<file path="src/source/render_pkg.sv">
package render_pkg;

    // Screen geometry, buffers are stored column-major (x * scr_h + y)
    localparam int scr_w = 320;
    localparam int scr_h = 240;
    localparam int pix_count = 76800;
    localparam int buf_addr_w = 17;

    // Colour word is RR_GG_BB
    localparam int color_w = 6;

    // Sprite ROM holds spr_count sprites of spr_w by spr_h texels.
    // A texel is 7 bits: opacity flag in bit 6 above a colour word.
    // Texels of one sprite are stored column by column.
    localparam int spr_w = 4;
    localparam int spr_h = 4;
    localparam int spr_count = 2;
    localparam int tex_addr_w = 5;

    // Signed width for sprite walk coordinates
    localparam int coord_w = 11;

    // Expands a 2-bit channel to 8 bits (255 / 3)
    localparam int color_scale = 85;

    // CPU register map
    localparam logic [3:0] reg_mid_x = 4'd1;
    localparam logic [3:0] reg_mid_y = 4'd2;
    localparam logic [3:0] reg_neg = 4'd3;
    localparam logic [3:0] reg_tex = 4'd4;
    localparam logic [3:0] reg_parity = 4'd5;
    localparam logic [3:0] reg_plot = 4'd6;
    localparam logic [3:0] reg_flush = 4'd7;

    // Texture code, top bit selects how the low six bits are read
    typedef union packed {
        struct packed {
            logic fill;
            logic [5:0] color;
        } fill_v;
        struct packed {
            logic fill;
            logic [5:0] index;
        } spr_v;
    } tex_code_u;

endpackage

</file>
<file path="src/source/pixel_out.sv">
module pixel_out (
    input  logic clk,
    input  logic rst_n,
    input  logic [8:0] pixel_x,
    input  logic [7:0] pixel_y,
    output logic [render_pkg::buf_addr_w-1:0] rd_addr,
    input  logic [render_pkg::color_w-1:0] rd_q,
    output logic [7:0] red,
    output logic [7:0] green,
    output logic [7:0] blue
);
    import render_pkg::*;

    // Column-major lookup, data returns from the front buffer next cycle
    assign rd_addr = buf_addr_w'(pixel_x) * buf_addr_w'(scr_h) + buf_addr_w'(pixel_y);

    always_ff @(posedge clk or negedge rst_n) begin
        if (!rst_n) begin
            red <= '0;
            green <= '0;
            blue <= '0;
        end else begin
            red <= 8'(rd_q[5:4] * color_scale);
            green <= 8'(rd_q[3:2] * color_scale);
            blue <= 8'(rd_q[1:0] * color_scale);
        end
    end

endmodule

</file>
<file path="config.mk">
export PLATFORM = sky130hd
export DESIGN_NAME = pixel_out
export DESIGN_NICKNAME = d
export VERILOG_FILES = /design/src/source/render_pkg.sv /design/src/source/pixel_out.sv
export SDC_FILE = /design/constraint.sdc
export NUM_CORES = 1
export LEC_CHECK = 0
export BUFFER_PORTS_ARGS = -buffer_cell sky130_fd_sc_hd__buf_2
export CAP_MARGIN = 20
export CORE_UTILIZATION = 35
export CTS_CLUSTER_DIAMETER = 200
export DETAILED_ROUTE_END_ITERATION = 6
export PLACE_DENSITY = 0.59
export RECOVER_POWER = 100
export SLEW_MARGIN = 20
export SYNTH_ARGS = -nofsm -noshare
export SYNTH_HDL_FRONTEND = slang
export SYNTH_SLANG_ARGS = --single-unit
</file>
<file path="constraint.sdc">
create_clock -name clk -period 9.38 [get_ports clk]
set_input_delay 1.876 -clock clk [delete_from_list [all_inputs] [get_ports clk]]
set_output_delay 1.876 -clock clk [all_outputs]
set_load 0.1 [all_outputs]
</file>
==> impl_metrics.json, run 1 <==
{
  "gp_congestion": 0.7795,
  "rsz0062_at_grt": "false",
  "drive_gt1_frac": 0.1238,
  "min_period_ns": 7.923,
  "synth_cells": 173,
  "synth_area_um2": 1553,
  "start_util": 0.3773,
  "cp.arrival_ns": 6.05,
  "routed_wl_mm": 2.718,
  "ctsLongestPathBuffers": 2,
  "crit_chain": "buf_2 > fa_1 > inv_1 > fa_1 > inv_1 > ha_1 > a211oi_1 > nor2_1 > xor2_1 > nand3_1 > nor4_1 > xnor2_1 > clkbuf_1",
  "min_path_type": "input port to async pin",
  "path_max_fanout": 4,
  "final_common_cell": "clkbuf_1",
  "status": "completed",
  "clk_pin_slew_ns": 0.03,
  "setup_violations": 0,
  "critPathKind": "input port to output pin",
  "cts_tree": "done",
  "syn-num-nets": 234,
  "grt_first_pass_wirelength_mm": 4.388,
  "antenna_found_initial": 0,
  "final-hold-violation-count": 0,
  "pre_cts_ws_ns": 1.870,
  "cap_violations": 0,
  "worst_slew_pin_slew_ns": 1.179,
  "multi_input_area_um2": 1117,
  "ant_nets": 0,
  "fin_hold_ws_ns": 1.517,
  "final_cell_mix": "38 x clkbuf_1, 31 x inv_1, 20 x ha_1, 19 x buf_2, 16 x fa_1",
  "fillers": 445,
  "fin_nets": 273,
  "diodes": 0,
  "num_io_pins": 66,
  "io_buffers": 57,
  "cts_resized": 0,
  "gr-total-overflow": 0,
  "critPathCaptureType": "output pin",
  "start_kind": "input port",
  "core_um2": 4115,
  "die_height_um": 68.61,
  "postSynth.asyncResetShare": 1.000,
  "firstDrtPassIters": 4,
  "cts_hold_buf": 0,
  "drc": 0,
  "postCtsSetupBuffers": 0,
  "slowest_delay_ns": 0.87,
  "relSlewSlack": 0.2176,
  "synth_cell_types": 39,
  "seq_area_um2": 150.1,
  "maxSlewViolCount": 0,
  "die_x_um": 68.61,
  "area_growth_pct": 11.12,
  "vias_per_cell": 4.554,
  "numCtsBuffers": 3,
  "cpMaxStageDelayCell": "clkbuf_1",
  "synth-seq-cells": 6,
  "placed_area_um2": 1732,
  "avgSynthCellArea_um2": 8.975,
  "finalCritPeriodShare": 0.8447,
  "synth_warnings": 0,
  "ys.flop_type": "dfrtp_1",
  "ys_seq_area_frac": 0.09670,
  "first_iter_violations": 24,
  "wl_per_cell_um": 10.45,
  "rows": 23,
  "dpl.hpwl_mm": 2.402,
  "setup_ws_ns": 1.457,
  "final_cell_area_um2": 1725,
  "max_freq_mhz": 126.2,
  "grt_util_all_layers": 0.1208,
  "htree_levels": 1,
  "grt_pass1_vias": 1065,
  "grt_max_degree": 10,
  "cts_sinks": 6,
  "tns_ns": 0,
  "synth_edf_count": 0,
  "dieArea_um2": 4707,
  "dr_total_vias": 1184,
  "root_buffer": "clkbuf_8",
  "crit_required_ns": 7.50
}
[cells in the mapped netlist (3+ instances only)]
cell     count  area share
a21o_1       3       0.015
inv_1       31       0.075
nor2_1      13       0.031
nand2_1      3      0.0073
ha_1        20        0.16
buf_4       22        0.11
dfrtp_1      6       0.097
a21oi_1      8       0.026
fa_1        16        0.21
xor2_1      10       0.056
xnor2_1      9       0.051
[routing by layer]
metal | GRT usage | up-vias | routed length [um]
met2 | 0.1985 | 33 | 1266
met4 | 0.01563 | 0 | 5
met3 | 0.01974 | 2 | 133
li1 | - | 617 | -
met5 | 0 | - | 0
met1 | 0.1694 | 532 | 1313
[flip-flops by register name, indices dropped and copies added, names as in the netlist]
name / count
blue: 2
green: 2
red: 2
[cell families after synthesis]
logic type	after synthesis	synth area share
buf+inv	54	0.1837
fa+ha+maj	36	0.3674
simple gates	30	0.1217
compound gates	28	0.1233
xor+xnor	19	0.1072
flops	6	0.09669
[metrics by stage]
stage | cells | utilization
finish | 260 | 0.4193
detailed placement | 257 | 0.4208
global route | 260 | 0.4193
CTS | 260 | 0.4308
global placement | 257 | 0.4208
floorplan | 173 | -
[critical path: cells and delay by family]
family | cells | cell delay, ns
buffers and inverters | 4 | 1.11
AO/OA/AOI/OAI | 1 | 0.46
AND/OR/NAND/NOR | 3 | 0.66
adder cells (fa/ha/maj) | 3 | 1.40
XOR/XNOR | 2 | 0.54
[layout make-up]
cell class	instances	share of cell area
Multi-Input combinational cell	113	0.6476
Timing Repair Buffer	57	0.1378
Sequential cell	6	0.08702
Inverter	31	0.06744
Tap cell	50	0.03626
Clock buffer	3	0.02393
[worst max-delay path by stage]
stage	start	end	cells past startpoint
global placement	pixel_x[5]	rd_addr[16]	13
floorplan	pixel_x[4]	rd_addr[15]	11
finish	pixel_x[0]	rd_addr[15]	13
detailed placement	pixel_x[0]	rd_addr[15]	13
CTS	pixel_x[0]	rd_addr[15]	13
global route	pixel_x[0]	rd_addr[15]	13
Power of run 1 is not shown: default switching activity piles up to over one toggle a cycle in this logic, so the estimate is an artifact.
==> run 2: changes to the inputs <==
clock period = 8.01 ns   (was 9.38 ns; I/O delays follow)
==> run 2 against run 1 <==
Sequential share of layout area is essentially flat. Utilization is essentially flat. Flip-flop and latch count is the same. Setup slack lost 0.77 ns. First-iteration DRC count shrank 46%. Design area is essentially flat. Die area is the same. Non-clock buffer count is the same. Final cell count is the same. Wire length grew 0.22%. Critical path depth is the same. Highest routed layer is now met3.
==> impl_metrics.json, run 2 (synthesis results as in run 1) <==
{
  "fillers": 444,
  "dpl.hpwl_mm": 2.414,
  "stdcell_count": 260,
  "area_growth_pct": 11.20,
  "grt_first_pass_wirelength_mm": 4.340,
  "rsz0062_at_grt": "false",
  "numCtsBuffers": 3,
  "drive_gt1_frac": 0.1286,
  "gr-total-overflow": 0,
  "finalCritPeriodShare": 0.9147,
  "min_period_ns": 7.327,
  "slowest_delay_ns": 0.88,
  "maxSlewViolCount": 0,
  "status": "completed",
  "clk_pin_slew_ns": 0.03,
  "final_common_cell": "clkbuf_1",
  "fin_hold_ws_ns": 1.245,
  "postCtsSetupBuffers": 0,
  "dp.cells": 257,
  "cts_resized": 0,
  "top_regs": "blue: 2 flops, green: 2 flops, red: 2 flops",
  "crit_required_ns": 6.41,
  "fin_nets": 273,
  "crit_chain": "buf_2 > inv_1 > fa_1 > fa_1 > inv_1 > ha_1 > a21o_1 > or4b_1 > o221a_1 > nand3b_4 > nor4_2 > xnor2_1 > clkbuf_1",
  "tns_ns": 0,
  "cpMaxStageDelayCell": "clkbuf_1",
  "die_height_um": 68.61,
  "cts_tree": "done",
  "dr_total_vias": 1170,
  "grt_max_degree": 10,
  "start_util": 0.3773,
  "wl_per_cell_um": 10.48,
  "relSlewSlack": 0.2202,
  "cts_sinks": 6,
  "cp.buffers_inverters": 4,
  "min_path_type": "input port to async pin",
  "cap_violations": 0,
  "core_um2": 4115,
  "path_max_fanout": 5,
  "antenna_found_initial": 0,
  "root_buffer": "clkbuf_8",
  "dieArea_um2": 4707,
  "gp_congestion": 0.7769,
  "rows": 23,
  "final-hold-violation-count": 0,
  "worst_slew_pin_slew_ns": 1.175,
  "firstDrtPassIters": 4,
  "drc": 0,
  "cts_hold_buf": 0,
  "ctsLongestPathBuffers": 2,
  "htree_levels": 1,
  "start_kind": "input port",
  "final_cell_mix": "37 x clkbuf_1, 31 x inv_1, 20 x ha_1, 20 x buf_2, 16 x fa_1",
  "critPathKind": "input port to output pin",
  "vias_per_cell": 4.500,
  "num_io_pins": 66,
  "grt_pass1_vias": 1076,
  "die_x_um": 68.61,
  "ant_nets": 0,
  "max_freq_mhz": 136.5,
  "io_buffers": 57,
  "utilization": 0.4196,
  "diodes": 0,
  "critPathCaptureType": "output pin",
  "setup_violations": 0,
  "routed_wl_mm": 2.724,
  "grt_util_all_layers": 0.1181,
  "cpLargestDelayFamily": "adder cells",
  "cp.arrival_ns": 5.73,
  "first_iter_violations": 13
}
==> run 2: cell types whose count changed in the layout (fill, tap and decap cells not counted), sizes merged <==
cell,before,now
buf,19,20
clkbuf,41,40
==> run 2: final timing paths <==
check                            from                 end  slack (ns)  depth (start not counted)
max                        pixel_x[5]         rd_addr[16]        0.68                         13
min in group clk              rd_q[1]   blue[5]$_DFF_PN0_        1.49                          1
min                             rst_n  green[6]$_DFF_PN0_        1.25                          1
max in group asynchronous       rst_n  green[5]$_DFF_PN0_        6.53                          1
==> run 2: layout make-up <==
cell class / count / area (um^2) / area share
clock buffers: 3 / 41.29 / 0.02391
well taps: 50 / 62.56 / 0.03623
flip-flops and latches: 6 / 150.1 / 0.08696
repair buffers: 57 / 239.0 / 0.1384
inverters: 31 / 116.4 / 0.06739
multi-input cells: 113 / 1117 / 0.6471
==> run 2: per-layer routing <==
| layer | up-vias | track usage | wire length [um] |
|---|---|---|---|
| met5 | - | 0 | 0 |
| met4 | 0 | 0 | 0 |
| met3 | 0 | 0.01974 | 113 |
| met2 | 27 | 0.2010 | 1283 |
| met1 | 526 | 0.1653 | 1327 |
| li1 | 617 | - | - |
==> run 2: metrics by stage <==
stage | worst slack (ns) | instance area [um^2]
floorplan | 0.5832 | 1553
global placement | 1.058 | 1732
detailed placement | 1.061 | 1732
CTS | 1.055 | 1773
global route | 0.3915 | 1727
finish | 0.6830 | 1727
Power of run 2 is left out for the same reason.
