--- src/source/render_pkg.sv ---
package render_pkg;

    // Screen geometry, buffers are stored column-major (x * scr_h + y)
    localparam int scr_w = 320;
    localparam int scr_h = 240;
    localparam int pix_count = 76800;
    localparam int buf_addr_w = 17;

    // Colour word is RR_GG_BB
    localparam int color_w = 6;

    // Sprite ROM holds spr_count sprites of spr_w by spr_h texels.
    // A texel is 7 bits: opacity flag in bit 6 above a colour word.
    // Texels of one sprite are stored column by column.
    localparam int spr_w = 4;
    localparam int spr_h = 4;
    localparam int spr_count = 2;
    localparam int tex_addr_w = 5;

    // Signed width for sprite walk coordinates
    localparam int coord_w = 11;

    // Expands a 2-bit channel to 8 bits (255 / 3)
    localparam int color_scale = 85;

    // CPU register map
    localparam logic [3:0] reg_mid_x = 4'd1;
    localparam logic [3:0] reg_mid_y = 4'd2;
    localparam logic [3:0] reg_neg = 4'd3;
    localparam logic [3:0] reg_tex = 4'd4;
    localparam logic [3:0] reg_parity = 4'd5;
    localparam logic [3:0] reg_plot = 4'd6;
    localparam logic [3:0] reg_flush = 4'd7;

    // Texture code, top bit selects how the low six bits are read
    typedef union packed {
        struct packed {
            logic fill;
            logic [5:0] color;
        } fill_v;
        struct packed {
            logic fill;
            logic [5:0] index;
        } spr_v;
    } tex_code_u;

endpackage

--- src/source/plot_cmd_if.sv ---
interface plot_cmd_if;
    import render_pkg::*;

    // One-cycle launch pulse, fields hold until done
    logic start;
    tex_code_u tex;
    logic signed [coord_w-1:0] mid_x;
    logic signed [coord_w-1:0] mid_y;

    // One-cycle completion pulse from the engine
    logic done;

    modport master (
        output start, output tex, output mid_x, output mid_y,
        input done
    );

    modport slave (
        input start, input tex, input mid_x, input mid_y,
        output done
    );

endinterface

--- src/source/plot_engine.sv ---
module plot_engine (
    input  logic clk,
    input  logic rst_n,
    plot_cmd_if.slave cmd,
    output logic [render_pkg::tex_addr_w-1:0] tex_addr,
    input  logic [6:0] tex_q,
    output logic buf_wren,
    output logic [render_pkg::buf_addr_w-1:0] buf_addr,
    output logic [render_pkg::color_w-1:0] buf_data
);
    import render_pkg::*;

    logic filling;
    logic walking;
    logic draining;
    logic [buf_addr_w-1:0] fill_addr;
    logic signed [coord_w-1:0] cur_x;
    logic signed [coord_w-1:0] cur_y;
    logic [1:0] col_cnt;
    logic [1:0] row_cnt;
    logic row_last;
    logic on_screen;
    logic [buf_addr_w-1:0] walk_addr;
    logic hold_vld;
    logic [buf_addr_w-1:0] hold_addr;
    logic [tex_addr_w-1:0] spr_base;

    // First texel of the selected sprite
    assign spr_base = tex_addr_w'((cmd.tex.spr_v.index % spr_count) * spr_w * spr_h);

    assign row_last = (row_cnt == 2'(spr_h - 1));

    // Clip against all four screen edges
    assign on_screen = !cur_x[coord_w-1] && (cur_x < coord_w'(scr_w)) &&
                       !cur_y[coord_w-1] && (cur_y < coord_w'(scr_h));

    assign walk_addr = buf_addr_w'(cur_x[8:0]) * buf_addr_w'(scr_h) +
                       buf_addr_w'(cur_y[7:0]);

    always_ff @(posedge clk or negedge rst_n) begin
        if (!rst_n) begin
            filling <= 1'b0;
            walking <= 1'b0;
            draining <= 1'b0;
            fill_addr <= '0;
            col_cnt <= '0;
            row_cnt <= '0;
            hold_vld <= 1'b0;
            buf_wren <= 1'b0;
            cmd.done <= 1'b0;
        end else begin
            cmd.done <= 1'b0;
            buf_wren <= 1'b0;
            hold_vld <= 1'b0;
            draining <= 1'b0;
            if (cmd.start) begin
                if (cmd.tex.fill_v.fill) begin
                    filling <= 1'b1;
                    fill_addr <= '0;
                end else begin
                    walking <= 1'b1;
                    col_cnt <= '0;
                    row_cnt <= '0;
                end
            end else if (filling) begin
                buf_wren <= 1'b1;
                fill_addr <= fill_addr + 1'b1;
                if (fill_addr == buf_addr_w'(pix_count - 1)) begin
                    filling <= 1'b0;
                    cmd.done <= 1'b1;
                end
            end else if (walking) begin
                hold_vld <= on_screen;
                if (row_last) begin
                    row_cnt <= '0;
                    col_cnt <= col_cnt + 1'b1;
                    if (col_cnt == 2'(spr_w - 1)) begin
                        walking <= 1'b0;
                        draining <= 1'b1;
                    end
                end else begin
                    row_cnt <= row_cnt + 1'b1;
                end
            end
            // Last texel leaves the ROM while draining
            if (draining) begin
                cmd.done <= 1'b1;
            end
            if (hold_vld && tex_q[6]) begin
                buf_wren <= 1'b1;
            end
        end
    end

    // Walk position and ROM address, screen address waits one cycle for the ROM
    always_ff @(posedge clk) begin
        if (cmd.start) begin
            cur_x <= cmd.mid_x - coord_w'(spr_w / 2);
            cur_y <= cmd.mid_y - coord_w'(spr_h / 2);
            tex_addr <= spr_base;
        end else if (walking) begin
            tex_addr <= tex_addr + 1'b1;
            if (row_last) begin
                cur_x <= cur_x + 1'b1;
                cur_y <= cmd.mid_y - coord_w'(spr_h / 2);
            end else begin
                cur_y <= cur_y + 1'b1;
            end
        end
        hold_addr <= walk_addr;
        if (filling) begin
            buf_addr <= fill_addr;
            buf_data <= cmd.tex.fill_v.color;
        end else begin
            buf_addr <= hold_addr;
            buf_data <= tex_q[color_w-1:0];
        end
    end

    a_addr_range: assert property (@(posedge clk) disable iff (!rst_n)
        buf_wren |-> buf_addr < buf_addr_w'(pix_count));

endmodule

--- src/flat_wrapper.sv ---
// flat-port wrapper written by rule: the top's interface ports become plain ports
module plot_engine_flat import render_pkg::*;
  (clk, rst_n, tex_addr, tex_q, buf_wren, buf_addr, buf_data, cmd_start, cmd_tex, cmd_mid_x, cmd_mid_y, cmd_done);
  plot_cmd_if cmd_i ();
  input  logic clk;
  input  logic rst_n;
  output logic [render_pkg::tex_addr_w-1:0] tex_addr;
  input  logic [6:0] tex_q;
  output logic buf_wren;
  output logic [render_pkg::buf_addr_w-1:0] buf_addr;
  output logic [render_pkg::color_w-1:0] buf_data;
  input wire logic [$bits(cmd_i.start)-1:0] cmd_start;
  input wire logic [$bits(cmd_i.tex)-1:0] cmd_tex;
  input wire logic [$bits(cmd_i.mid_x)-1:0] cmd_mid_x;
  input wire logic [$bits(cmd_i.mid_y)-1:0] cmd_mid_y;
  output wire logic [$bits(cmd_i.done)-1:0] cmd_done;
  assign cmd_i.start = cmd_start;
  assign cmd_i.tex = cmd_tex;
  assign cmd_i.mid_x = cmd_mid_x;
  assign cmd_i.mid_y = cmd_mid_y;
  assign cmd_done = cmd_i.done;
  plot_engine u_core (.clk(clk), .rst_n(rst_n), .cmd(cmd_i), .tex_addr(tex_addr), .tex_q(tex_q), .buf_wren(buf_wren), .buf_addr(buf_addr), .buf_data(buf_data));
endmodule
--- config.mk ---
export PLATFORM = sky130hd
export DESIGN_NAME = plot_engine_flat
export DESIGN_NICKNAME = d
export VERILOG_FILES = /design/src/source/render_pkg.sv /design/src/source/plot_cmd_if.sv /design/src/source/plot_engine.sv /design/src/flat_wrapper.sv
export SDC_FILE = /design/constraint.sdc
export NUM_CORES = 1
export LEC_CHECK = 0
export BUFFER_PORTS_ARGS = -buffer_cell sky130_fd_sc_hd__buf_2
export CAP_MARGIN = 20
export CORE_MARGIN = 8
export CORE_UTILIZATION = 36
export CTS_BUF_LIST = sky130_fd_sc_hd__clkbuf_16
export DETAILED_ROUTE_END_ITERATION = 6
export PLACE_DENSITY = 0.55
export SLEW_MARGIN = 0
export SYNTH_ARGS = -nofsm -noshare
export SYNTH_HDL_FRONTEND = slang
export SYNTH_SLANG_ARGS = --single-unit
export TNS_END_PERCENT = 5
--- constraint.sdc ---
create_clock -name clk -period 3.1 [get_ports clk]
set_input_delay 0.775 -clock clk [delete_from_list [all_inputs] [get_ports clk]]
set_output_delay 0.775 -clock clk [all_outputs]
set_load 0.005 [all_outputs]
==> results.yml <==
run_status:
  outcome: "finished with violations"
  violations: "negative setup slack"
yosys:
  synth-main-ff-cell: "dfxtp_1"
  ys_ff_latch: 94
  async_flop_share_pct: 28.7
  syn_nets: 589
  yosysUniqueCellTypes: 49
  syn_area_per_cell_um2: 10.4
  synth_top_area_share_pct: 17.0
  synth_area_leaders: "dfxtp_1 17%, edfxtp_1 13%, dfrtp_1 13%"
  yosys-top-cells-count: "44 x dfxtp_1, 40 x nand2_1, 36 x inv_1"
  yosysMostFrequentCell: "dfxtp_1"
  syn-cell-area_um2: 5190
  yosys_warnings: 0
  synth_seq_area_share_pct: 43.3
  synth_edf_count: 23
  synthCells: 500
  synth_largest_area_cell: "dfxtp_1"
power:
  peakVddDrop_mv: 0.297
  p_leak_nw: 2.96
  total_power_mw: 4.33
  power_density_nw_per_um2: 669
route:
  route.detailed.drc: 0
  viasPerCell: 4.82
  routedWlPerCell_um: 13.8
  drt_iter0_markers: 249
  ant_nets: 0
  dr_total_vias: 3907
  first_pass_iters: 4
  routed_wirelength_um: 11200
setup_path:
  crit_end: "u_core.hold_addr[14]$_DFF_P_"
  r2r_start: "u_core.cur_x[1]$_DFFE_PP_"
  r2r-end: "u_core.hold_addr[14]$_DFF_P_"
  startpoint: "u_core.cur_x[1]$_DFFE_PP_"
  crit_required_ns: 3.38
  critPathCaptureType: "flip-flop"
  critPathKind: "flip-flop to flip-flop"
  r2r_cells: 12
  critPathMaxFanout: 3
  reg2reg_slack_ns: -0.30
  startpoint_type: "flip-flop"
  arrival_ns: 3.68
sta:
  fin_crit_sh_pct: 110
  setup_violations: 6
  finalWorstSetupSlack_ns: -0.298
  finalHoldViolCount: 0
  tns_ns: -1.37
  fin_skew_ns: 0.00623
  slew_headroom_pct: 59.5
  rsz0062_at_grt: "yes"
  max_freq_mhz: 294
  min_period_ns: 3.40
  worstMarginPinSlew_ns: 0.608
  drv_slew: 0
placement:
  portBuffers: 68
  place_area_um2: 6070
  hpwlAfterDp_um: 8620
  gp_congestion: 0.793
cells_and_area:
  layout-drive-gt1-share_pct: 28.6
  fin_nets: 710
  syn2layout_area_growth_pct: 24.5
  num_antenna_cells: 0
  fin_area_um2: 6460
floorplan:
  chipHeight_um: 136
  fp.dieW_um: 136
  core-area_um2: 14300
  io_pins: 69
  initial_core_util_pct: 36.3
  die-area_um2: 18500
  rows: 44
clocking:
  cts_tree: "built"
  cts_buffer_depth: 2
  clk_latency_ns: 0.35
  clk_pin_slew_worst_paths_ns: 0.07
  ctsHoldBuffers: 0
  numCtsBuffers: 9
  clockRootBuffer: "clkbuf_16"
  clkSinkCount: 94
  htreeDepth: 3
grt:
  grt_pass1_vias: 4083
  grtUsageTotal_pct: 12.7
  grt_pass1_wl_um: 18900
  grt_max_degree: 30
  grt_overflow: 0
  antenna_found_initial: 0
flow_run:
  maxCapViolations: 0
worst_hold_path:
  min-delay-path-class: "flip-flop to flip-flop"
-- critical path, cell delays in order (launching register included) --
cell,delay (ns)
edfxtp_1,0.43
fa_1,0.58
inv_1,0.06
fa_1,0.49
inv_2,0.06
ha_4,0.20
a211o_1,0.27
a221o_2,0.40
xor2_2,0.16
nand4_1,0.16
nor3_2,0.26
buf_4,0.15
xor2_1,0.11
-- placed cells by master, fill, tap and decap left out, types with 5 or more instances in the layout --
cell	Yosys	final
inv_1	36	38
nor3_1	6	6
nor2b_1	6	5
clkbuf_16	0	9
nor2_1	33	33
nor4_1	5	5
and3_1	5	5
buf_2	0	68
dfrtp_1	27	27
mux2i_1	7	7
mux2_2	24	24
xor2_1	22	21
nand2_1	40	40
buf_4	0	51
nand4_1	8	8
a21oi_1	18	18
xnor2_1	33	31
nand3_1	25	25
ha_1	34	32
fa_1	16	15
dfxtp_1	44	44
edfxtp_1	23	23
o21ai_0	34	34
-- worst min path at each step --
stage                                              to  slack (ns)                       from  depth (start not counted)
after global routing      u_core.hold_addr[3]$_DFF_P_        0.42  u_core.cur_y[3]$_DFFE_PP_                          0
after global placement    u_core.hold_addr[3]$_DFF_P_        0.39  u_core.cur_y[3]$_DFFE_PP_                          0
after CTS                 u_core.hold_addr[3]$_DFF_P_        0.41  u_core.cur_y[3]$_DFFE_PP_                          0
final                     u_core.hold_addr[3]$_DFF_P_        0.41  u_core.cur_y[3]$_DFFE_PP_                          0
after floorplan           u_core.hold_addr[3]$_DFF_P_        0.37  u_core.cur_y[3]$_DFFE_PP_                          0
after detailed placement  u_core.hold_addr[3]$_DFF_P_        0.40  u_core.cur_y[3]$_DFFE_PP_                          0
-- repair_timing --
action                                  in CTS  in global routing
resized for setup                            3                  9
buffers inserted                             1                  6
endpoints found under the setup margin       6                  8
pin swaps                                    5                 13
-- state kept, by name, summed over array words and instances (netlist names) --
register          cells
u_core.filling        1
u_core.buf_data       6
u_core.row_cnt        2
u_core.hold_vld       1
u_core.buf_addr      17
u_core.fill_addr     17
u_core.tex_addr       5
u_core.draining       1
u_core.cmd.done       1
u_core.cur_x         11
u_core.buf_wren       1
u_core.walking        1
u_core.cur_y         11
u_core.col_cnt        2
u_core.hold_addr     17
-- where the power goes --
part	total [mW]	internal, mW	switching [mW]
Combinational	1.78	0.971	0.811
Clock	0.992	0.534	0.458
Sequential	1.55	1.45	0.0972
-- per-layer routing --
| metal | track usage, % | part of all wire [%] |
|---|---|---|
| met5 | 0 | 0 |
| met4 | 5.19 | 2.2 |
| met3 | 3.58 | 4.9 |
| met2 | 21.1 | 48 |
| met1 | 15.3 | 45 |
-- stage by stage --
| step | hold WS, ns | instances | utilization, % | setup WS (ns) |
|---|---|---|---|---|
| floorplan | 0.370 | 500 | - | -0.292 |
| global placement | 0.389 | 786 | 42.4 | -0.300 |
| detailed placement | 0.401 | 786 | 42.4 | -0.365 |
| CTS | 0.410 | 803 | 44.4 | -0.302 |
| global route | 0.422 | 810 | 45.1 | -0.509 |
| finish | 0.411 | 810 | 45.1 | -0.298 |
-- layout make-up --
class | count | area [um^2]
Clock buffer | 9 | 225
Clock inverter | 7 | 36.3
Fill cell | 1382 | 7850
Inverter | 36 | 135
Multi-Input combinational cell | 359 | 2840
Sequential cell | 94 | 2250
Tap cell | 184 | 230
Timing Repair Buffer | 121 | 746
-- kinds of logic after synthesis --
| kind of cell | count (synthesis) | synth area share [%] |
|---|---|---|
| and+or+nand+nor | 144 | 13.5 |
| DFF | 94 | 43.3 |
| AOI/OAI and AO/OA | 79 | 9.57 |
| xor gates and xnor gates | 55 | 9.28 |
| adders and majority gates | 50 | 14.4 |
| buffers and inverters | 47 | 3.40 |
| muxes | 31 | 6.56 |
Power figures use the tool's default switching activity.
