$ cat src/source/render_pkg.sv
package render_pkg;

    // Screen geometry, buffers are stored column-major (x * scr_h + y)
    localparam int scr_w = 320;
    localparam int scr_h = 240;
    localparam int pix_count = 76800;
    localparam int buf_addr_w = 17;

    // Colour word is RR_GG_BB
    localparam int color_w = 6;

    // Sprite ROM holds spr_count sprites of spr_w by spr_h texels.
    // A texel is 7 bits: opacity flag in bit 6 above a colour word.
    // Texels of one sprite are stored column by column.
    localparam int spr_w = 4;
    localparam int spr_h = 4;
    localparam int spr_count = 2;
    localparam int tex_addr_w = 5;

    // Signed width for sprite walk coordinates
    localparam int coord_w = 11;

    // Expands a 2-bit channel to 8 bits (255 / 3)
    localparam int color_scale = 85;

    // CPU register map
    localparam logic [3:0] reg_mid_x = 4'd1;
    localparam logic [3:0] reg_mid_y = 4'd2;
    localparam logic [3:0] reg_neg = 4'd3;
    localparam logic [3:0] reg_tex = 4'd4;
    localparam logic [3:0] reg_parity = 4'd5;
    localparam logic [3:0] reg_plot = 4'd6;
    localparam logic [3:0] reg_flush = 4'd7;

    // Texture code, top bit selects how the low six bits are read
    typedef union packed {
        struct packed {
            logic fill;
            logic [5:0] color;
        } fill_v;
        struct packed {
            logic fill;
            logic [5:0] index;
        } spr_v;
    } tex_code_u;

endpackage

$ cat src/source/plot_cmd_if.sv
interface plot_cmd_if;
    import render_pkg::*;

    // One-cycle launch pulse, fields hold until done
    logic start;
    tex_code_u tex;
    logic signed [coord_w-1:0] mid_x;
    logic signed [coord_w-1:0] mid_y;

    // One-cycle completion pulse from the engine
    logic done;

    modport master (
        output start, output tex, output mid_x, output mid_y,
        input done
    );

    modport slave (
        input start, input tex, input mid_x, input mid_y,
        output done
    );

endinterface

$ cat src/source/render_regs.sv
module render_regs (
    input  logic clk,
    input  logic rst_n,
    input  logic [3:0] address,
    input  logic read,
    input  logic write,
    input  logic [31:0] writedata,
    output logic [31:0] readdata,
    output logic waitrequest,
    plot_cmd_if.master cmd,
    output logic flush_start,
    input  logic flush_done
);
    import render_pkg::*;

    logic signed [coord_w-1:0] mid_x;
    logic signed [coord_w-1:0] mid_y;
    logic signed [coord_w-1:0] wr_x;
    logic signed [coord_w-1:0] wr_y;
    logic neg;
    tex_code_u tex;
    logic parity;
    logic wr_ok;
    logic rd_ok;

    assign wr_ok = write && !waitrequest;
    assign rd_ok = read && !waitrequest;

    // Zero-extended coordinate fields from the bus
    assign wr_x = signed'({{(coord_w - 9){1'b0}}, writedata[8:0]});
    assign wr_y = signed'({{(coord_w - 8){1'b0}}, writedata[7:0]});

    assign cmd.mid_x = mid_x;
    assign cmd.mid_y = mid_y;
    assign cmd.tex = tex;

    always_ff @(posedge clk or negedge rst_n) begin
        if (!rst_n) begin
            mid_x <= '0;
            mid_y <= '0;
            neg <= 1'b0;
            tex <= '0;
            parity <= 1'b0;
            waitrequest <= 1'b0;
            readdata <= '0;
            cmd.start <= 1'b0;
            flush_start <= 1'b0;
        end else begin
            cmd.start <= 1'b0;
            flush_start <= 1'b0;
            if (flush_done) begin
                parity <= ~parity;
            end
            // Busy ends one cycle after the completion pulse
            if (cmd.done || flush_done) begin
                waitrequest <= 1'b0;
            end
            if (wr_ok) begin
                case (address)
                    reg_mid_x: mid_x <= neg ? -wr_x : wr_x;
                    reg_mid_y: mid_y <= neg ? -wr_y : wr_y;
                    reg_neg: neg <= writedata[0];
                    reg_tex: tex <= writedata[6:0];
                    reg_plot: begin
                        cmd.start <= 1'b1;
                        waitrequest <= 1'b1;
                    end
                    reg_flush: begin
                        flush_start <= 1'b1;
                        waitrequest <= 1'b1;
                    end
                    default: ;
                endcase
            end
            if (rd_ok) begin
                readdata <= (address == reg_parity) ? {31'b0, parity} : '0;
            end
        end
    end

    // No command completes while the bus is idle
    a_done_busy: assert property (@(posedge clk) disable iff (!rst_n)
        (cmd.done || flush_done) |-> waitrequest);

endmodule

$ cat src/flat_wrapper.sv
// flat-port wrapper written by rule: the top's interface ports become plain ports
module render_regs_flat import render_pkg::*;
  (clk, rst_n, address, read, write, writedata, readdata, waitrequest, flush_start, flush_done, cmd_start, cmd_tex, cmd_mid_x, cmd_mid_y, cmd_done);
  plot_cmd_if cmd_i ();
  input  logic clk;
  input  logic rst_n;
  input  logic [3:0] address;
  input  logic read;
  input  logic write;
  input  logic [31:0] writedata;
  output logic [31:0] readdata;
  output logic waitrequest;
  output logic flush_start;
  input  logic flush_done;
  output wire logic [$bits(cmd_i.start)-1:0] cmd_start;
  output wire logic [$bits(cmd_i.tex)-1:0] cmd_tex;
  output wire logic [$bits(cmd_i.mid_x)-1:0] cmd_mid_x;
  output wire logic [$bits(cmd_i.mid_y)-1:0] cmd_mid_y;
  input wire logic [$bits(cmd_i.done)-1:0] cmd_done;
  assign cmd_start = cmd_i.start;
  assign cmd_tex = cmd_i.tex;
  assign cmd_mid_x = cmd_i.mid_x;
  assign cmd_mid_y = cmd_i.mid_y;
  assign cmd_i.done = cmd_done;
  render_regs u_core (.clk(clk), .rst_n(rst_n), .address(address), .read(read), .write(write), .writedata(writedata), .readdata(readdata), .waitrequest(waitrequest), .cmd(cmd_i), .flush_start(flush_start), .flush_done(flush_done));
endmodule
$ cat config.mk
export PLATFORM = sky130hd
export DESIGN_NAME = render_regs_flat
export DESIGN_NICKNAME = d
export VERILOG_FILES = /design/src/source/render_pkg.sv /design/src/source/plot_cmd_if.sv /design/src/source/render_regs.sv /design/src/flat_wrapper.sv
export SDC_FILE = /design/constraint.sdc
export NUM_CORES = 1
export LEC_CHECK = 0
export ABC_AREA = 1
export BUFFER_PORTS_ARGS = -buffer_cell sky130_fd_sc_hd__buf_2
export CELL_PAD_IN_SITES_DETAIL_PLACEMENT = 0
export CELL_PAD_IN_SITES_GLOBAL_PLACEMENT = 2
export CORE_MARGIN = 5
export CORE_UTILIZATION = 25
export CTS_CLUSTER_SIZE = 12
export DETAILED_ROUTE_END_ITERATION = 8
export PLACE_DENSITY_LB_ADDON = 0.1
export SKIP_LAST_GASP = 1
export SLEW_MARGIN = 40
export SYNTH_ARGS = -nofsm -noshare
export SYNTH_HDL_FRONTEND = slang
export SYNTH_SLANG_ARGS = --single-unit
$ cat constraint.sdc
create_clock -name clk -period 2.65 [get_ports clk]
set_input_delay 0.265 -clock clk [delete_from_list [all_inputs] [get_ports clk]]
set_output_delay 0.265 -clock clk [all_outputs]
set_load 0.005 [all_outputs]
==> out/qor.yml, run 1 <==
io_pins: 106
power.leakage_nw: 1.288
firstDrtPassIters: 4
regToRegStartpoint: "u_core.waitrequest"
grt-busiest-layer: "met2"
insertedDiodeCount: 0
clockBufferDepth: 2
cts_sinks: 35
syn_area_per_cell_um2: 8.083
drive_above_1_share_pct: 24.03
min_period_over_period_pct: 53.77
cts_buffers: 5
relSlewSlack_pct: 64.72
hpwl_um: 3563
synth_cell_types: 21
criticalPathCategory: "reg -> reg"
synth_top_family_by_area: "simple AND/OR/NAND/NOR gates"
p_switching_mw: 0.4574
arrival_ns: 1.60
synth_warnings: 0
combPwrFrac_pct: 21.8
muxShareOfSynthArea_pct: 0
vdd_drop_max_mv: 0.1714
synth_xor_area_share_pct: 1.901
synth_top_area_share_pct: 47.52
ys_ff_latch: 35
die-area_um2: 9189
synth_ff_type: "dfrtp_1"
synthAdderAreaFrac_pct: 0.6789
grt_pass1_vias: 1433
p_total_mw: 1.567
post_dp_cell_area_um2: 2081
use_met3_pct: 3.206
track_usage_pct: 10.39
htreeDepth: 2
endpoint_kind: "flip-flop"
synth_most_common_cell: "nand2_1"
p_per_area_nw_per_um2: 709.3
setup_viol: 0
synth_edf_count: 0
gp_congestion: 0.6961
area_growth_pct: 19.82
hold_violations: 0
crit_fanout: 13
root_buffer: "clkbuf_8"
synth-simple-area-share_pct: 24.85
p_sw_share_pct: 29.20
max_clock_freq_ghz: 0.7018
cts_tree: "built"
grt_pass1_wl_um: 7141
first_iter_violations: 36
r2r_slack_ns: 1.23
synth_cells: 228
synth-seq-area-share_pct: 47.52
min_period_ns: 1.425
fin_area_um2: 2208
grt_max_degree: 36
numPortBuffers: 51
finalClockSkew_ns: 0.005247
use_met1_pct: 12.73
start_util_pct: 25.55
cts_resized: 0
synth-async-reset-ratio_pct: 100.0
cp-start-kind: "flip-flop"
grt_antenna_before_repair: 0
num_rows: 31
routed_wl_um: 4563
ant_nets: 0
die_w_um: 95.86
p_seq_share_pct: 46.1
rsz0062_at_grt: "no"
wl_per_cell_um: 11.95
crit_required_ns: 2.82
clkTransAtPathRegs_ns: 0.07
insertion_delay_ns: 0.29
syn-cell-area_um2: 1843
worst_slew_pin_slew_ns: 0.5292
synth_area_leaders: "dfrtp_1 48%, nand2_1 17%, buf_4 13%"
p_int_mw: 1.109
drv_cap: 0
grt-ovfl-total: 0
hold_path_class: "in -> reg"
yosysTopAreaCell: "dfrtp_1"
yosys-top-cells-count: "82 x nand2_1, 35 x dfrtp_1, 31 x buf_4"
vias: 1493
met2_usage_pct: 17.08
post_drt_via_cell_ratio: 3.908
final_util_pct: 30.61
tns_ns: 0
fin_nets: 325
r2r-end: "u_core.cmd.mid_x[2]"
reg2reg_depth: 6
drc: 0
startpoint: "u_core.waitrequest"
worstSetupEndpoint: "u_core.cmd.mid_x[2]"
coreArea_um2: 7214
outcome: "finished, final reports clean"
clockPowerShare_pct: 32.1
slew_violations: 0
synth_compound_area_share_pct: 5.703
die_height_um: 95.86
==> worst min-delay path by stage <==
stage / start / to / slack [ns] / cells after the start
floorplan: rst_n / u_core.cmd.mid_x[0] / -0.03 / 0
global placement: rst_n / u_core.waitrequest / 0.42 / 1
detailed placement: rst_n / u_core.readdata[0] / 0.26 / 1
CTS: cmd_done / u_core.waitrequest / 0.15 / 2
global route: cmd_done / u_core.waitrequest / 0.15 / 2
finish: cmd_done / u_core.waitrequest / 0.17 / 2
==> critical path: stages (launching register included) <==
cell,delay [ns]
dfrtp_1,0.40
inv_2,0.09
nand2_4,0.06
nor3_4,0.44
inv_4,0.16
nand2_1,0.11
o21ai_2,0.05
==> placed cells by master, fill, tap and decap left out, drive strengths merged <==
cell / count
nand2: 83
bufinv: 1
dlygate4sd3: 1
o32ai: 1
nor2: 9
o21ai: 17
conb: 31
inv: 23
ha: 1
nor3: 3
clkinv: 1
clkbuf: 6
nand4: 3
buf: 52
nand3: 12
xor2: 4
dfrtp: 35
==> layout make-up <==
type / instances / area [um^2]
clock buffer: 6 / 82.58
clock inverter: 2 / 35.03
fill: 869 / 5006
inverter: 23 / 88.84
multi-input combinational: 164 / 726.9
sequential: 35 / 875.8
tap: 99 / 123.9
timing repair buffer: 53 / 275.3
==> metrics by stage <==
stage,std cells,hold WS [ns],setup slack [ns]
floorplan,258,-0.03059,1.373
global placement,373,0.4173,1.041
detailed placement,373,0.2608,1.065
CTS,382,0.1507,1.166
global route,382,0.1516,1.013
finish,382,0.1683,1.225
==> sequential cells by signal, indices dropped and copies added, names as in the netlist <==
name                count
u_core.cmd.start        1
u_core.readdata         1
u_core.neg              1
u_core.cmd.mid_y       11
u_core.cmd.tex          7
u_core.parity           1
u_core.waitrequest      1
u_core.flush_start      1
u_core.cmd.mid_x       11
==> power by group through the flow <==
stage	registers, mW	clock network (mW)	logic, mW
4_1_cts	0.728	0.530	0.354
5_1_grt	0.741	0.553	0.400
3_5_place_dp	0.738	0	0.352
6_report	0.723	0.502	0.342
2_1_floorplan	0.728	0	0.211
3_3_place_gp	0.739	0	0.347
==> logic make-up (layout without fill, tap and decap cells) <==
| logic type | after synthesis | in the layout |
|---|---|---|
| AO/OA/AOI/OAI | 18 | 18 |
| other | 1 | 31 |
| adder cells (fa/ha/maj) | 1 | 1 |
| flip-flops | 35 | 35 |
| buffers and inverters | 59 | 84 |
| XOR/XNOR | 4 | 4 |
| AND/OR/NAND/NOR | 110 | 110 |
==> layer usage <==
metal	wire [um]	share of wire [%]
met1	1876	41
met2	2245	49
met3	360	7.9
met4	81	1.8
met5	0	0
==> what timing repair did <==
item | CTS | global route
buffers inserted | 0 | 0
hold buffers | 1 | 0
hold endpoints to repair | 35 | 0
No activity file was read; power rests on OpenSTA's default activity.
==> inputs of run 2 (changes only) <==
--- a/config.mk
+++ b/config.mk
@@ -10,7 +10,7 @@
 export CELL_PAD_IN_SITES_DETAIL_PLACEMENT = 0
 export CELL_PAD_IN_SITES_GLOBAL_PLACEMENT = 2
 export CORE_MARGIN = 5
-export CORE_UTILIZATION = 25
+export CORE_UTILIZATION = 21
 export CTS_CLUSTER_SIZE = 12
 export DETAILED_ROUTE_END_ITERATION = 8
 export PLACE_DENSITY_LB_ADDON = 0.1
==> constraint.sdc (replaced) <==
create_clock -name clk -period 1.3 [get_ports clk]
set_input_delay 0.13 -clock clk [delete_from_list [all_inputs] [get_ports clk]]
set_output_delay 0.13 -clock clk [all_outputs]
set_load 0.005 [all_outputs]
==> run 2 against run 1 <==
Net effect: setup slack got worse by 1.1 ns; power is 120% higher; non-clock buffer count is 18 higher; global-route usage down 0.78 points; combinational power up 130%; critical path type unchanged; critical endpoint is now u_core.cmd.mid_y[8].
==> out/qor.yml, run 2 (synthesized netlist as in run 1, its figures left out) <==
p_seq_share_pct: 42.8  # was 46.1%
finalNonFillerCells: 409  # was 382
grt_antenna_before_repair: 0  # unchanged
clkTransAtPathRegs_ns: 0.08  # was 0.07 ns
drv_cap: 0  # unchanged
hold_path_class: "in -> reg"  # unchanged
track_usage_pct: 9.609  # was 10.39%
p_switching_mw: 0.9567  # was 0.4574 mW
num_rows: 34  # was 31
layout_common_cells: "82 x nand2_1, 51 x buf_2, 35 x dfrtp_1"  # was 82 x nand2_1, 50 x buf_2, 35 x dfrtp_1
hpwl_um: 3962  # was 3563 um
numPortBuffers: 51  # unchanged
grt-ovfl-total: 0  # unchanged
cts_tree: "built"  # unchanged
insertion_delay_ns: 0.28  # was 0.29 ns
grt_pass1_vias: 1584  # was 1433
setup_viol: 0  # unchanged
outcome: "finished, final reports clean"  # unchanged
die-area_um2: 10750  # was 9189 um^2
numPlacedInstances: 400  # was 373
cp-start-kind: "flip-flop"  # unchanged
gp_congestion: 0.6994  # was 0.6961
max_clock_freq_ghz: 0.8287  # was 0.7018 GHz
crit_fanout: 7  # was 13
clockBufferDepth: 2  # unchanged
die_w_um: 103.7  # was 95.86 um
p_sw_share_pct: 28.02  # was 29.20%
min_period_ns: 1.207  # was 1.425 ns
use_met1_pct: 12.39  # was 12.73%
timing.hold.ws_ns: 0.04017  # was 0.1683 ns
reg_top3: "u_core.cmd.mid_x (11), u_core.cmd.mid_y (11), u_core.cmd.tex (7)"  # unchanged
routed_wl_um: 5034  # was 4563 um
min_path_cells: 2  # unchanged
power.leakage_nw: 1.387  # was 1.288 nW
clockPowerShare_pct: 34.5  # was 32.1%
combPwrFrac_pct: 22.7  # was 21.8%
fillers: 1002  # was 869
firstDrtPassIters: 4  # unchanged
drive_above_1_share_pct: 28.90  # was 24.03%
root_buffer: "clkbuf_8"  # unchanged
start_util_pct: 21.34  # was 25.55%
insertedDiodeCount: 0  # unchanged
vias: 1521  # was 1493
p_total_mw: 3.415  # was 1.567 mW
p_int_mw: 2.458  # was 1.109 mW
die_height_um: 103.7  # was 95.86 um
p_per_area_nw_per_um2: 1417  # was 709.3 nW/um^2
cts_sinks: 35  # unchanged
endpoint_kind: "flip-flop"  # unchanged
fin_nets: 343  # was 325
drc: 0  # unchanged
crit_required_ns: 1.48  # was 2.82 ns
arrival_ns: 1.38  # was 1.60 ns
min_period_over_period_pct: 92.82  # was 53.77%
ant_nets: 0  # unchanged
post_drt_via_cell_ratio: 3.719  # was 3.908
r2r_slack_ns: 0.09  # was 1.23 ns
setup_ws_ns: 0.09333  # was 1.225 ns
cts_buffers: 5  # unchanged
rsz0062_at_grt: "no"  # unchanged
reg2reg_depth: 7  # was 6
wl_per_cell_um: 12.31  # was 11.95 um
cts_setup_buffers: 0  # unchanged
post-place-ws_ns: -0.02187  # was 1.065 ns
final_util_pct: 27.91  # was 30.61%
met2_usage_pct: 15.53  # was 17.08%
use_met3_pct: 2.488  # was 3.206%
area_growth_pct: 30.75  # was 19.82%
io_pins: 106  # unchanged
slew_violations: 0  # unchanged
finalClockSkew_ns: 0.007359  # was 0.005247 ns
hold_violations: 0  # unchanged
grt-busiest-layer: "met2"  # unchanged
layout_commonest_cell: "nand2_1"  # unchanged
grt_max_degree: 36  # unchanged
first_iter_violations: 34  # was 36
htreeDepth: 2  # unchanged
grt_pass1_wl_um: 8397  # was 7141 um
vdd_drop_max_mv: 0.5258  # was 0.1714 mV
criticalPathCategory: "reg -> reg"  # unchanged
coreArea_um2: 8636  # was 7214 um^2
## run 2: path summary, 6_finish.rpt
path,start,end
min in group asynchronous,rst_n,u_core.cmd.mid_y[2]
hold / removal,cmd_done,u_core.waitrequest
max in group asynchronous,rst_n,u_core.neg
setup / recovery,u_core.waitrequest,u_core.cmd.mid_y[8]
hold reg to reg,u_core.parity,u_core.parity
setup reg to reg,u_core.waitrequest,u_core.cmd.mid_y[8]
## run 2: per-stage QoR
step | setup TNS, ns | cell area (um^2)
5_1_grt | 0 | 2410
3_3_place_gp | -0.06319 | 2250
2_1_floorplan | 0 | 1956
4_1_cts | 0 | 2397
3_5_place_dp | -0.1092 | 2250
6_report | 0 | 2410
## run 2: layout make-up
class | count | area [um^2] | share of cell area, %
Timing Repair Buffer | 71 | 432.9 | 17.96
Tap cell | 108 | 135.1 | 5.607
Multi-Input combinational cell | 164 | 742.0 | 30.79
Sequential cell | 35 | 875.8 | 36.34
Clock inverter | 2 | 60.06 | 2.492
Clock buffer | 6 | 72.57 | 3.011
Inverter | 23 | 91.34 | 3.790
## run 2: routing by layer
layer,part of all wire [%],up-vias
li1,-,781
met1,45,689
met2,48,47
met3,5.6,4
met4,1.2,0
met5,0,-
## run 2: what timing repair did
| item | 4_1_cts | 5_1_grt |
|---|---|---|
| endpoints found under the setup margin | 11 | 14 |
| hold buffers | 1 | 0 |
| endpoints found under the hold margin | 35 | 0 |
| pin swaps | 0 | 2 |
| resized for setup | 1 | 3 |
| gates cloned | 0 | 0 |
## run 2: critical path, stage by stage (launching register included)
cell and delay [ns]:
dfrtp_1 0.39, inv_2 0.08, nand2_4 0.06, nor2_2 0.15, nand3_4 0.13, buf_4 0.18, nand2_1 0.06, nand2_1 0.05
## run 2: power groups by stage
stage | Sequential, mW | Combinational (mW) | Clock (mW)
4_1_cts | 1.47 | 0.800 | 1.23
2_1_floorplan | 1.48 | 0.431 | 0
3_5_place_dp | 1.49 | 0.793 | 0
3_3_place_gp | 1.49 | 0.791 | 0
5_1_grt | 1.51 | 0.900 | 1.27
6_report | 1.46 | 0.775 | 1.18
==> inputs of run 3 (changes only) <==
==> constraint.sdc (replaced) <==
create_clock -name clk -period 1.3 [get_ports clk]
set_input_delay 0.065 -clock clk [delete_from_list [all_inputs] [get_ports clk]]
set_output_delay 0.065 -clock clk [all_outputs]
set_load 0.005 [all_outputs]
==> run 3 against run 2 <==
Net effect: critical path depth stayed put; die area unchanged; cell area down 1.1%; clock skew increased by 0.0011 ns; count of clock-buffer cells in the layout did not move; combinational power is essentially flat; via count up 0.59%; sequential share of layout area rose by 0.40 points; maximum frequency is 3.1% lower; setup slack got worse by 0.038 ns; worst hold slack gained 0.016 ns; non-clock buffer count rose by 2.
==> out/qor.yml, run 3 (synthesized netlist as in run 1, its figures left out) <==
outcome: "finished, final reports clean"  # unchanged
wl_met1_um: 2413  # was 2288 um
setup_viol: 0  # unchanged
first_iter_violations: 42  # was 34
clkTransAtPathRegs_ns: 0.08  # about the same
clockBufferDepth: 2  # unchanged
timing.hold.ws_ns: 0.05621  # was 0.04017 ns
setup_ws_ns: 0.05523  # was 0.09333 ns
min_period_over_period_pct: 95.75  # was 92.82%
layout_common_cells: "81 x nand2_1, 51 x buf_2, 35 x dfrtp_1"  # was 82 x nand2_1, 51 x buf_2, 35 x dfrtp_1
post_drt_via_cell_ratio: 3.723  # was 3.719
fin_nets: 345  # was 343
min_period_ns: 1.245  # was 1.207 ns
root_buffer: "clkbuf_8"  # unchanged
hold_violations: 0  # unchanged
hold_path_class: "in -> reg"  # unchanged
insertedDiodeCount: 0  # unchanged
cts_sinks: 35  # unchanged
hpwl_um: 3948  # was 3962 um
gp_congestion: 0.6954  # was 0.6994
slew_violations: 0  # unchanged
start_util_pct: 21.34  # unchanged
grt_pass1_vias: 1616  # was 1584
die-area_um2: 10750  # unchanged
grt_max_degree: 36  # unchanged
p_total_mw: 3.038  # was 3.415 mW
io_pins: 106  # unchanged
die_w_um: 103.7  # unchanged
coreArea_um2: 8636  # unchanged
grt-ovfl-total: 0  # unchanged
firstDrtPassIters: 4  # unchanged
wl_per_cell_um: 12.37  # was 12.31 um
max_clock_freq_ghz: 0.8034  # was 0.8287 GHz
wl_met2_um: 2316  # was 2404 um
htreeDepth: 2  # unchanged
insertion_delay_ns: 0.28  # about the same
post-place-ws_ns: -0.01354  # was -0.02187 ns
layout_commonest_cell: "nand2_1"  # unchanged
grt_antenna_before_repair: 0  # unchanged
grt_pass1_wl_um: 8542  # was 8397 um
reg_top3: "u_core.cmd.mid_x (11), u_core.cmd.mid_y (11), u_core.cmd.tex (7)"  # unchanged
drv_cap: 0  # unchanged
top_layer: "met4"  # unchanged
drc: 0  # unchanged
crit_required_ns: 1.52  # was 1.48 ns
post_dp_cell_area_um2: 2222  # was 2250 um^2
num_rows: 34  # unchanged
ant_nets: 0  # unchanged
rsz0062_at_grt: "yes"  # was no
p_per_area_nw_per_um2: 1275  # was 1417 nW/um^2
criticalPathCategory: "in -> reg"  # was reg -> reg
endpoint_kind: "flip-flop"  # unchanged
numPortBuffers: 51  # unchanged
cts_buffers: 5  # unchanged
cts_tree: "built"  # unchanged
wl_met3_um: 277  # was 282 um
area_growth_pct: 29.33  # was 30.75%
fin_area_um2: 2384  # was 2410 um^2
drive_above_1_share_pct: 28.71  # was 28.90%
track_usage_pct: 9.734  # was 9.609%
routed_wl_um: 5083  # was 5034 um
vdd_drop_max_mv: 0.3648  # was 0.5258 mV
vias: 1530  # was 1521
power.leakage_nw: 1.369  # was 1.387 nW
die_height_um: 103.7  # unchanged
finalClockSkew_ns: 0.008439  # was 0.007359 ns
arrival_ns: 1.47  # was 1.38 ns
cp-start-kind: "input pin"  # was flip-flop
crit_fanout: 4  # was 7
run 3: routing by layer:
metal	vias to the layer above	track usage, %
li1	790	-
met1	686	13.00
met2	49	15.21
met3	5	2.550
met4	0	3.330
met5	-	0
run 3: metrics by stage:
| stage | TNS [ns] | std cells | utilization [%] |
|---|---|---|---|
| final | 0 | 411 | 27.60 |
| after global routing | -0.02145 | 411 | 27.60 |
| after CTS | 0 | 410 | 27.24 |
| after detailed placement | -0.04489 | 398 | 25.73 |
| after global placement | -0.02509 | 398 | 25.73 |
| after floorplan | 0 | 258 | - |
run 3: area by class of cell:
class / instances / area, um^2
clock buffers: 6 / 72.57
inverters: 23 / 91.34
multi-input cells: 164 / 749.5
flip-flops and latches: 35 / 875.8
fillers: 1015 / 6252
repair buffers: 73 / 446.7
well taps: 108 / 135.1
clock inverters: 2 / 12.51
run 3: worst paths after layout:
check	from	end	slack (ns)	cells after the start
max in group asynchronous	rst_n	u_core.cmd.tex[0]	0.60	3
setup / recovery	address[0]	u_core.cmd.mid_x[9]	0.06	7
hold / removal	read	u_core.readdata[0]	0.06	3
min in group asynchronous	rst_n	u_core.cmd.mid_y[2]	0.36	3
hold reg to reg	u_core.cmd.mid_x[1]	u_core.cmd.mid_x[1]	0.47	2
setup reg to reg	u_core.waitrequest	u_core.cmd.mid_x[9]	0.11	6
run 3: where the power goes:
| part | switching, mW | internal, mW |
|---|---|---|
| logic | 0.411 | 0.365 |
| registers | 0.138 | 1.33 |
| clock network | 0.424 | 0.375 |
run 3: worst max-delay path, cell delays in order:
cell           delay, ns
dlygate4sd3_1       0.51
buf_2               0.14
nand2_2             0.09
nor3_4              0.31
buf_4               0.16
nand2_1             0.06
o21ai_1             0.12
run 3: repair_timing:
| item | 4_1_cts | 5_1_grt |
|---|---|---|
| pin swaps | 0 | 2 |
| setup endpoints to repair | 10 | 13 |
| endpoints found under the hold margin | 38 | 0 |
| hold buffers | 4 | 0 |
| resized for setup | 1 | 6 |
| cloned | 0 | 0 |
| buffers inserted | 0 | 1 |
